`src/hw/axis_pkg.sv`:
```
package axis_pkg;

    // beat geometry
    localparam int AXIS_DATA_BYTES = 8;
    localparam int AXIS_ID_W       = 4;
    localparam int AXIS_DEST_W     = 4;
    localparam int AXIS_USER_W     = 8;

    // no tstrb since every byte is data or null
    typedef struct packed {
        logic [AXIS_DATA_BYTES*8-1:0] tdata;
        logic [AXIS_DATA_BYTES-1:0]   tkeep;
        logic                         tlast;
        logic [AXIS_ID_W-1:0]         tid;
        logic [AXIS_DEST_W-1:0]       tdest;
        logic [AXIS_USER_W-1:0]       tuser;
    } axis_beat_t;

    typedef enum logic [1:0] {
        SLICE_BYPASS  = 2'd0, // wires only
        SLICE_FORWARD = 2'd1, // valid/data registered
        SLICE_REVERSE = 2'd2, // ready registered
        SLICE_FULL    = 2'd3  // skid then forward
    } reg_slice_mode_e;

    // reset flops a slice adds on its way downstream
    function automatic int reset_stages(input reg_slice_mode_e mode);
        case (mode)
            SLICE_BYPASS: return 0;
            default:      return 1;
        endcase
    endfunction

endpackage : axis_pkg
```
`src/hw/axis_slice_chain.sv`:
```
module axis_slice_chain
    import axis_pkg::*;
#(
    parameter int              NUM_SLICES = 3,
    parameter reg_slice_mode_e MODE       = SLICE_FULL
) (
    input  logic       aclk,
    input  logic       rst_n,
    output logic       rst_out_n,

    input  logic       s_valid,
    input  axis_beat_t s_beat,
    output logic       s_ready,

    output logic       m_valid,
    output axis_beat_t m_beat,
    input  logic       m_ready
);

    // index i is the input of slice i, index NUM_SLICES the chain output
    logic       [NUM_SLICES:0] valid_chain;
    logic       [NUM_SLICES:0] ready_chain;
    logic       [NUM_SLICES:0] rst_chain;
    axis_beat_t [NUM_SLICES:0] beat_chain;

    assign valid_chain[0] = s_valid;
    assign beat_chain[0]  = s_beat;
    assign s_ready        = ready_chain[0];
    assign rst_chain[0]   = rst_n;

    genvar i;
    generate
        for (i = 0; i < NUM_SLICES; i++) begin : g_slice
            axis_reg_slice #(
                .MODE ( MODE )
            ) i_slice (
                .aclk      ( aclk ),
                .rst_n     ( rst_chain[i] ),
                .rst_out_n ( rst_chain[i+1] ),   // each slice resets the next
                .s_valid   ( valid_chain[i] ),
                .s_beat    ( beat_chain[i] ),
                .s_ready   ( ready_chain[i] ),
                .m_valid   ( valid_chain[i+1] ),
                .m_beat    ( beat_chain[i+1] ),
                .m_ready   ( ready_chain[i+1] )
            );
        end
    endgenerate

    assign m_valid                 = valid_chain[NUM_SLICES];
    assign m_beat                  = beat_chain[NUM_SLICES];
    assign ready_chain[NUM_SLICES] = m_ready;
    assign rst_out_n               = rst_chain[NUM_SLICES];

endmodule : axis_slice_chain

```
`src/hw/axis_reg_slice.sv`:
```
module axis_reg_slice
    import axis_pkg::*;
#(
    parameter reg_slice_mode_e MODE = SLICE_FULL
) (
    input  logic       aclk,
    input  logic       rst_n,
    output logic       rst_out_n,

    input  logic       s_valid,
    input  axis_beat_t s_beat,
    output logic       s_ready,

    output logic       m_valid,
    output axis_beat_t m_beat,
    input  logic       m_ready
);

    localparam int RST_STAGES = reset_stages(MODE);

    generate
        case (MODE)
            SLICE_BYPASS: begin : g_bypass
                assign m_valid = s_valid;
                assign m_beat  = s_beat;
                assign s_ready = m_ready;
            end
            SLICE_FORWARD: begin : g_forward
                axis_fwd_reg i_fwd (
                    .aclk      ( aclk ),
                    .rst_n     ( rst_n ),
                    .in_valid  ( s_valid ),
                    .in_beat   ( s_beat ),
                    .in_ready  ( s_ready ),
                    .out_valid ( m_valid ),
                    .out_beat  ( m_beat ),
                    .out_ready ( m_ready )
                );
            end
            SLICE_REVERSE: begin : g_reverse
                axis_skid_reg i_skid (
                    .aclk      ( aclk ),
                    .rst_n     ( rst_n ),
                    .in_valid  ( s_valid ),
                    .in_beat   ( s_beat ),
                    .in_ready  ( s_ready ),
                    .out_valid ( m_valid ),
                    .out_beat  ( m_beat ),
                    .out_ready ( m_ready )
                );
            end
            default: begin : g_full
                // skid first so both s_ready and m_valid come from flops
                logic       mid_valid;
                axis_beat_t mid_beat;
                logic       mid_ready;

                axis_skid_reg i_skid (
                    .aclk      ( aclk ),
                    .rst_n     ( rst_n ),
                    .in_valid  ( s_valid ),
                    .in_beat   ( s_beat ),
                    .in_ready  ( s_ready ),
                    .out_valid ( mid_valid ),
                    .out_beat  ( mid_beat ),
                    .out_ready ( mid_ready )
                );

                axis_fwd_reg i_fwd (
                    .aclk      ( aclk ),
                    .rst_n     ( rst_n ),
                    .in_valid  ( mid_valid ),
                    .in_beat   ( mid_beat ),
                    .in_ready  ( mid_ready ),
                    .out_valid ( m_valid ),
                    .out_beat  ( m_beat ),
                    .out_ready ( m_ready )
                );
            end
        endcase

        if (RST_STAGES == 0) begin : g_rst_wire
            assign rst_out_n = rst_n;
        end else begin : g_rst_pipe
            logic [RST_STAGES-1:0] rst_q; // ones shift in after release

            always_ff @(posedge aclk or negedge rst_n) begin
                if (!rst_n) begin
                    rst_q <= '0;
                end else begin
                    rst_q <= (rst_q << 1) | RST_STAGES'(1);
                end
            end

            assign rst_out_n = rst_q[RST_STAGES-1];
        end
    endgenerate

endmodule : axis_reg_slice

```
`src/hw/axis_skid_reg.sv`:
```
module axis_skid_reg
    import axis_pkg::*;
(
    input  logic       aclk,
    input  logic       rst_n,

    input  logic       in_valid,
    input  axis_beat_t in_beat,
    output logic       in_ready,

    output logic       out_valid,
    output axis_beat_t out_beat,
    input  logic       out_ready
);

    logic       ready_q;    // registered in_ready
    logic       skid_full;
    logic       skid_full_d;
    axis_beat_t skid_beat;
    logic       capture;

    // beat accepted upstream but refused downstream goes to the skid
    assign capture = in_valid && ready_q && !skid_full && !out_ready;

    always_comb begin
        skid_full_d = skid_full;
        if (skid_full) begin
            if (out_ready) begin
                skid_full_d = 1'b0; // held beat drained
            end
        end else if (capture) begin
            skid_full_d = 1'b1;
        end
    end

    always_ff @(posedge aclk or negedge rst_n) begin
        if (!rst_n) begin
            skid_full <= 1'b0;
            ready_q   <= 1'b1;
        end else begin
            skid_full <= skid_full_d;
            ready_q   <= !skid_full_d;
        end
    end

    always_ff @(posedge aclk) begin
        if (capture) begin
            skid_beat <= in_beat;
        end
    end

    assign in_ready = ready_q;

    // held beat goes out ahead of anything new
    always_comb begin
        if (skid_full) begin
            out_valid = 1'b1;
            out_beat  = skid_beat;
        end else begin
            out_valid = in_valid;
            out_beat  = in_beat;
        end
    end

endmodule : axis_skid_reg

```
`src/hw/axis_fwd_reg.sv`:
```
module axis_fwd_reg
    import axis_pkg::*;
(
    input  logic       aclk,
    input  logic       rst_n,

    input  logic       in_valid,
    input  axis_beat_t in_beat,
    output logic       in_ready,

    output logic       out_valid,
    output axis_beat_t out_beat,
    input  logic       out_ready
);

    logic       valid_q;
    axis_beat_t beat_q;
    logic       load;

    // take a new beat when empty or when the held one leaves this cycle
    assign in_ready = out_ready || !valid_q;
    assign load     = in_valid && in_ready;

    always_ff @(posedge aclk or negedge rst_n) begin
        if (!rst_n) begin
            valid_q <= 1'b0;
        end else if (in_ready) begin
            valid_q <= in_valid;
        end
    end

    // payload register
    always_ff @(posedge aclk) begin
        if (load) begin
            beat_q <= in_beat;
        end
    end

    assign out_valid = valid_q;
    assign out_beat  = beat_q;

endmodule : axis_fwd_reg

```
`config.mk`:
```
export PLATFORM = sky130hd
export DESIGN_NAME = axis_slice_chain
export DESIGN_NICKNAME = d
export VERILOG_FILES = /design/src/hw/axis_pkg.sv /design/src/hw/axis_slice_chain.sv /design/src/hw/axis_reg_slice.sv /design/src/hw/axis_skid_reg.sv /design/src/hw/axis_fwd_reg.sv
export SDC_FILE = /design/constraint.sdc
export NUM_CORES = 1
export LEC_CHECK = 0
export BUFFER_PORTS_ARGS = -buffer_cell sky130_fd_sc_hd__buf_2
export CORE_MARGIN = 5
export CORE_UTILIZATION = 55
export CTS_CLUSTER_SIZE = 14
export DETAILED_ROUTE_END_ITERATION = 12
export GPL_TIMING_DRIVEN = 0
export PLACE_DENSITY = 0.79
export SYNTH_ARGS = -nofsm -noshare
export SYNTH_HDL_FRONTEND = slang
export SYNTH_HIERARCHICAL = 1
export SYNTH_SLANG_ARGS = --single-unit
```
`constraint.sdc`:
```
create_clock -name aclk -period 1.76 [get_ports aclk]
set_clock_uncertainty 0.05 [all_clocks]
set_input_delay 0.264 -clock aclk [delete_from_list [all_inputs] [get_ports aclk]]
set_output_delay 0.264 -clock aclk [all_outputs]
set_load 0.03 [all_outputs]
```
Word level (Yosys, flattened, before mapping):

Cells that the tools add are included.

* memory bits (read-only): 0
* logic and storage cells: 90
* register bits: 546
* bits of input ports: 93
* latch bits: 0
* bits in writable memories: 0
* output and inout bits: 92
* memories kept: 0

* reductions and logical operators: 27
* $mul: 0
* $lt $le $gt $ge: 0
* add/subtract/negate cells: 0
* div/mod/pow operators: 0
* equality and inequality tests: 0
* bitwise logic cells: 0
* muxes and demuxes: 15
* shifts and indexed selects: 0

Operator list (count)
* 2-to-1 mux 89 bit: 3
* logical AND 1 bit: 12
* logical NOT 1 bit: 12
* 2-to-1 mux 1 bit: 12
* logical OR 1 bit: 3

Depth between registers and ports, before layout:

* word-level depth: 7
* mapped depth: 4
* mapped depth without buffers: 2

Modules after synthesis:

Netlist, hierarchy kept.

Modules (own cells, without submodules)
* axis_skid_reg: cells each 196, times used 3, area an instance 4220.3 sq um
* axis_fwd_reg: cells each 93, times used 3, area an instance 2726.4 sq um
* axis_reg_slice: cells each 2, times used 3, area an instance 28.8 sq um

Worst setup path after synthesis:

No wires, ideal clock.

* kind: flip-flop to flip-flop
* start point: register g_slice[0].i_slice.g_full.i_skid.skid_full
* end point: register g_slice[0].i_slice/g_full.i_skid/skid_beat[0] in the netlist's numbering (enable)
* buffers on the path: 2
* cell stages (with the launch flop): 4
* setup time: 0.646 ns
* data arrival time: 6.739 ns
* setup slack: -5.675 ns
* period minus slack after synthesis: 7.435 ns
* cells stage by stage: dfrtp_1 > buf_6 > buf_8 > nor3_1

* word-level cells in the longest chain between the ends: 3

Ends and longest elaborated chain
* start, declared: line axis_skid_reg.sv:17 `logic skid_full;`
* start signal, assigned: line axis_skid_reg.sv:41 `skid_full <= skid_full_d;`
* logical NOT 1 bit: line axis_skid_reg.sv:23 `assign capture = in_valid && ready_q && !skid_full && !out_ready;`
* logical AND 1 bit (2 in a row): line axis_skid_reg.sv:23
* named net g_slice[0].i_slice.g_full.i_skid.capture: line axis_skid_reg.sv:20 `logic capture;`
* end signal, assigned: line axis_skid_reg.sv:48 `skid_beat <= in_beat;`
* end, declared: line axis_skid_reg.sv:19 `axis_beat_t skid_beat;`

The timed path passes the listed nets, and every way through them passes these cells.
A chain may end at the register's enable or synchronous reset.

Worst setup path after layout:

* start point: register g_slice[1].i_slice.g_full.i_skid.skid_full
* end point: register g_slice[1].i_slice/g_full.i_skid/skid_beat[10] in the netlist's numbering (enable)

* word-level cells in the longest chain between the ends: 3

Ends and longest elaborated chain (line)
* start, declared: axis_skid_reg.sv:17
* start signal, assigned: axis_skid_reg.sv:41
* logical NOT 1 bit: axis_skid_reg.sv:23
* logical AND 1 bit (2 in a row): axis_skid_reg.sv:23
* named net g_slice[1].i_slice.g_full.i_skid.capture: axis_skid_reg.sv:20
* end signal, assigned: axis_skid_reg.sv:48
* end, declared: axis_skid_reg.sv:19

The timed path passes the listed nets, and every way through them passes these cells.

==> impl_metrics.ini <==
[placement]
port_buffers = 184
place.detailed.hpwl_um = 20440
dp_cells = 1582
routabilityCongestion = 0.7544
dp_slack_ps = -731.2

[global_routing]
grt_start_max_net_pins = 32
grt_overflow = 0
grt_use_total_pct = 18.92
grt_first_pass_wirelength_um = 59450
antenna_found_initial = 6
grt_pass1_vias = 10080

[critical_path]
crit_path_end_kind = flop
critPathRequiredTime_ps = 2000
start_kind = flop
critPathKind = reg -> reg
crit_fanout = 14
cp.arrival_ps = 1980

[run_status]
status = finished, final reports clean

[yosys]
syn_inst = 873
synthFlopType = edfxtp_1
syn_area_per_cell_um2 = 23.97
async_reset_ff_share_pct = 2.198
synth_area_mm2 = 0.02093
yosys.cell_count.top_type = edfxtp_1
netlist_top_cells_count = edfxtp_1 (534), mux2_4 (234), mux2_2 (33)
synth_top_area_cell = edfxtp_1
seq_area_frac_synth_pct = 78.08
ys_types = 18
synth_warnings = 6
synth_seq_cells = 546
synth_top_area_share_pct = 76.63
synth_fp_nets = 966
synth_edf_count = 534
yosys-top-cells-area = edfxtp_1 (77%), mux2_4 (17%), buf_12 (2.0%)

[clock_network]
ctsRootBufferMaster = clkbuf_16
htreeDepth = 2
cts_tree = done
clock_path_buffers = 3
cts-buffers-inserted = 54
insertion_delay_ps = 590
clock-sinks = 546
clkTransAtPathRegs_ps = 60

[die]
die_y_um = 205.1
die_area_mm2 = 0.04205
coreArea_mm2 = 0.03758
initial_core_util_pct = 55.69
rows = 71
die_w_um = 205.1
io_pins = 185

[routing]
met3_length_um = 1950
drt-total-wl_um = 39610
wl_met1_um = 15700
routed_via_density = 5.075
drtIter0Drc = 538
final_antenna_net_count = 0
first_pass_iters = 4
drcViolationCount = 0
route.met2.wl_um = 20980
wl_per_cell_um = 21.53
top_layer_used = met4
via_count = 9338

[sta]
setup_ws_ps = 25.92
slew_violations = 0
fin_crit_sh_pct = 98.53
hold_ws_ps = 12.25
timing.fmax_ghz = 0.5767
hold_viol = 0
setup_violations = 0
fin_crit_ps = 1734

[final_layout]
finalNonFillerCells = 1840
area_growth_pct = 25.00
fin_nets = 1376
drive_gt1_share_pct = 49.62

[pwr]
leakage_nw = 9.725
ir_worst_vdd_v = 0.0009951
p_per_area_mw_per_mm2 = 1330

[flow_run]
max_cap_violations = 0

[worst_hold_path]
hold_class = reg -> async
## cells by family (layout without fill, tap and decap cells)
logic type             after synthesis  after routing  share of synthesized area [%]
buffers and inverters               30            445                          2.457
multiplexers                       267            267                          18.57
AND/OR/NAND/NOR                     24             62                         0.7713
AO/OA/AOI/OAI                        3              3                        0.07173
other                                3              6                        0.05381
flip-flops                         546            546                          78.08
## layout by cell type (no fill, tap or decap), drive strengths merged
cell	n
clkinvlp	3
nand2b	6
inv	1
nor3	3
clkbuf	68
dlygate4sd3	92
nand2	3
and2	38
bufinv	3
nor2	3
diode	3
buf	250
a21oi	3
or2	9
conb	3
edfxtp	534
dfstp	3
mux2	267
dfrtp	9
clkinv	28
## report_power, final
group	switching (mW)	internal, mW	total, mW	leakage (nW)
logic	3.36	3.03	6.39	3.72
registers	0.673	16.7	17.4	5.17
clock network	4.69	6.31	11.0	0.837
total	8.72	26.1	34.8	9.73
## sequential cells by signal, summed over array words and instances, names as in the netlist
signal and flops:
g_slice.i_slice/g_full.i_skid/in_ready 3, g_slice.i_slice/g_full.i_skid/skid_full 3, g_slice.i_slice/g_full.i_fwd/out_beat 267, g_slice.i_slice/g_full.i_skid/skid_beat 267, g_slice.i_slice/g_full.i_fwd/out_valid 3, g_slice.i_slice/rst_out_n 3
## routing by layer
layer  vias up  global-route usage, %
met1      4709                  23.39
met4         0                  6.531
met3        63                  3.688
li1       4332                      -
met5         -                      0
met2       234                  33.51
## stage by stage
stage | power [mW] | setup TNS, ps | utilization [%] | cell area, µm²
after CTS | 35.15 | 0 | 69.43 | 26090
after global routing | 36.19 | -579.3 | 69.61 | 26160
final | 34.80 | 0 | 69.61 | 26160
after floorplan | 21.57 | -471350 | - | 20960
after detailed placement | 23.19 | -291160 | 60.86 | 22870
after global placement | 22.81 | -901520 | 59.93 | 22520
## critical path, cell delays in order, from the launching register on
cell and delay, ps:
dfrtp_1 420, buf_12 150, buf_8 150, nor3_4 140, buf_4 160, buf_16 160, clkbuf_16 180
## what timing repair did
item                                    4_1_cts  5_1_grt
resized for setup                            41        8
endpoints found under the setup margin      530       81
hold buffers                                 92        0
hold endpoints to repair                    183        0
setup buffers                                24        1
gates cloned                                 39        3
pin swaps                                    17        1
## final cells by class
cell class	instances	area (µm²)
Tap cell	511	639.4
Timing Repair Buffer	317	2505
Fill cell	2301	11420
Antenna cell	3	7.507
Sequential cell	546	16340
Multi-Input combinational cell	335	4432
Clock buffer	64	1453
Clock inverter	35	249.0
Buffer	29	530.5
## final timing paths
| kind | startpoint | end | slack, ps | cells past startpoint |
|---|---|---|---|---|
| max | g_slice[1].i_slice/g_full.i_skid/skid_full | g_slice[1].i_slice/g_full.i_skid/skid_beat[10] | 30 | 6 |
| min | g_slice[0].i_slice/rst_out_n | g_slice[1].i_slice/rst_out_n | 10 | 0 |
| max reg2reg | g_slice[1].i_slice/g_full.i_skid/skid_full | g_slice[1].i_slice/g_full.i_skid/skid_beat[10] | 30 | 6 |
| min reg2reg | g_slice[0].i_slice/rst_out_n | g_slice[1].i_slice/rst_out_n | 10 | 0 |
| max in group asynchronous | rst_n | g_slice[0].i_slice/g_full.i_fwd/out_valid | 990 | 3 |
| min in group aclk | m_ready | g_slice[2].i_slice/g_full.i_fwd/out_valid | 250 | 4 |
Note: power is estimated with default switching activity, not from simulation.
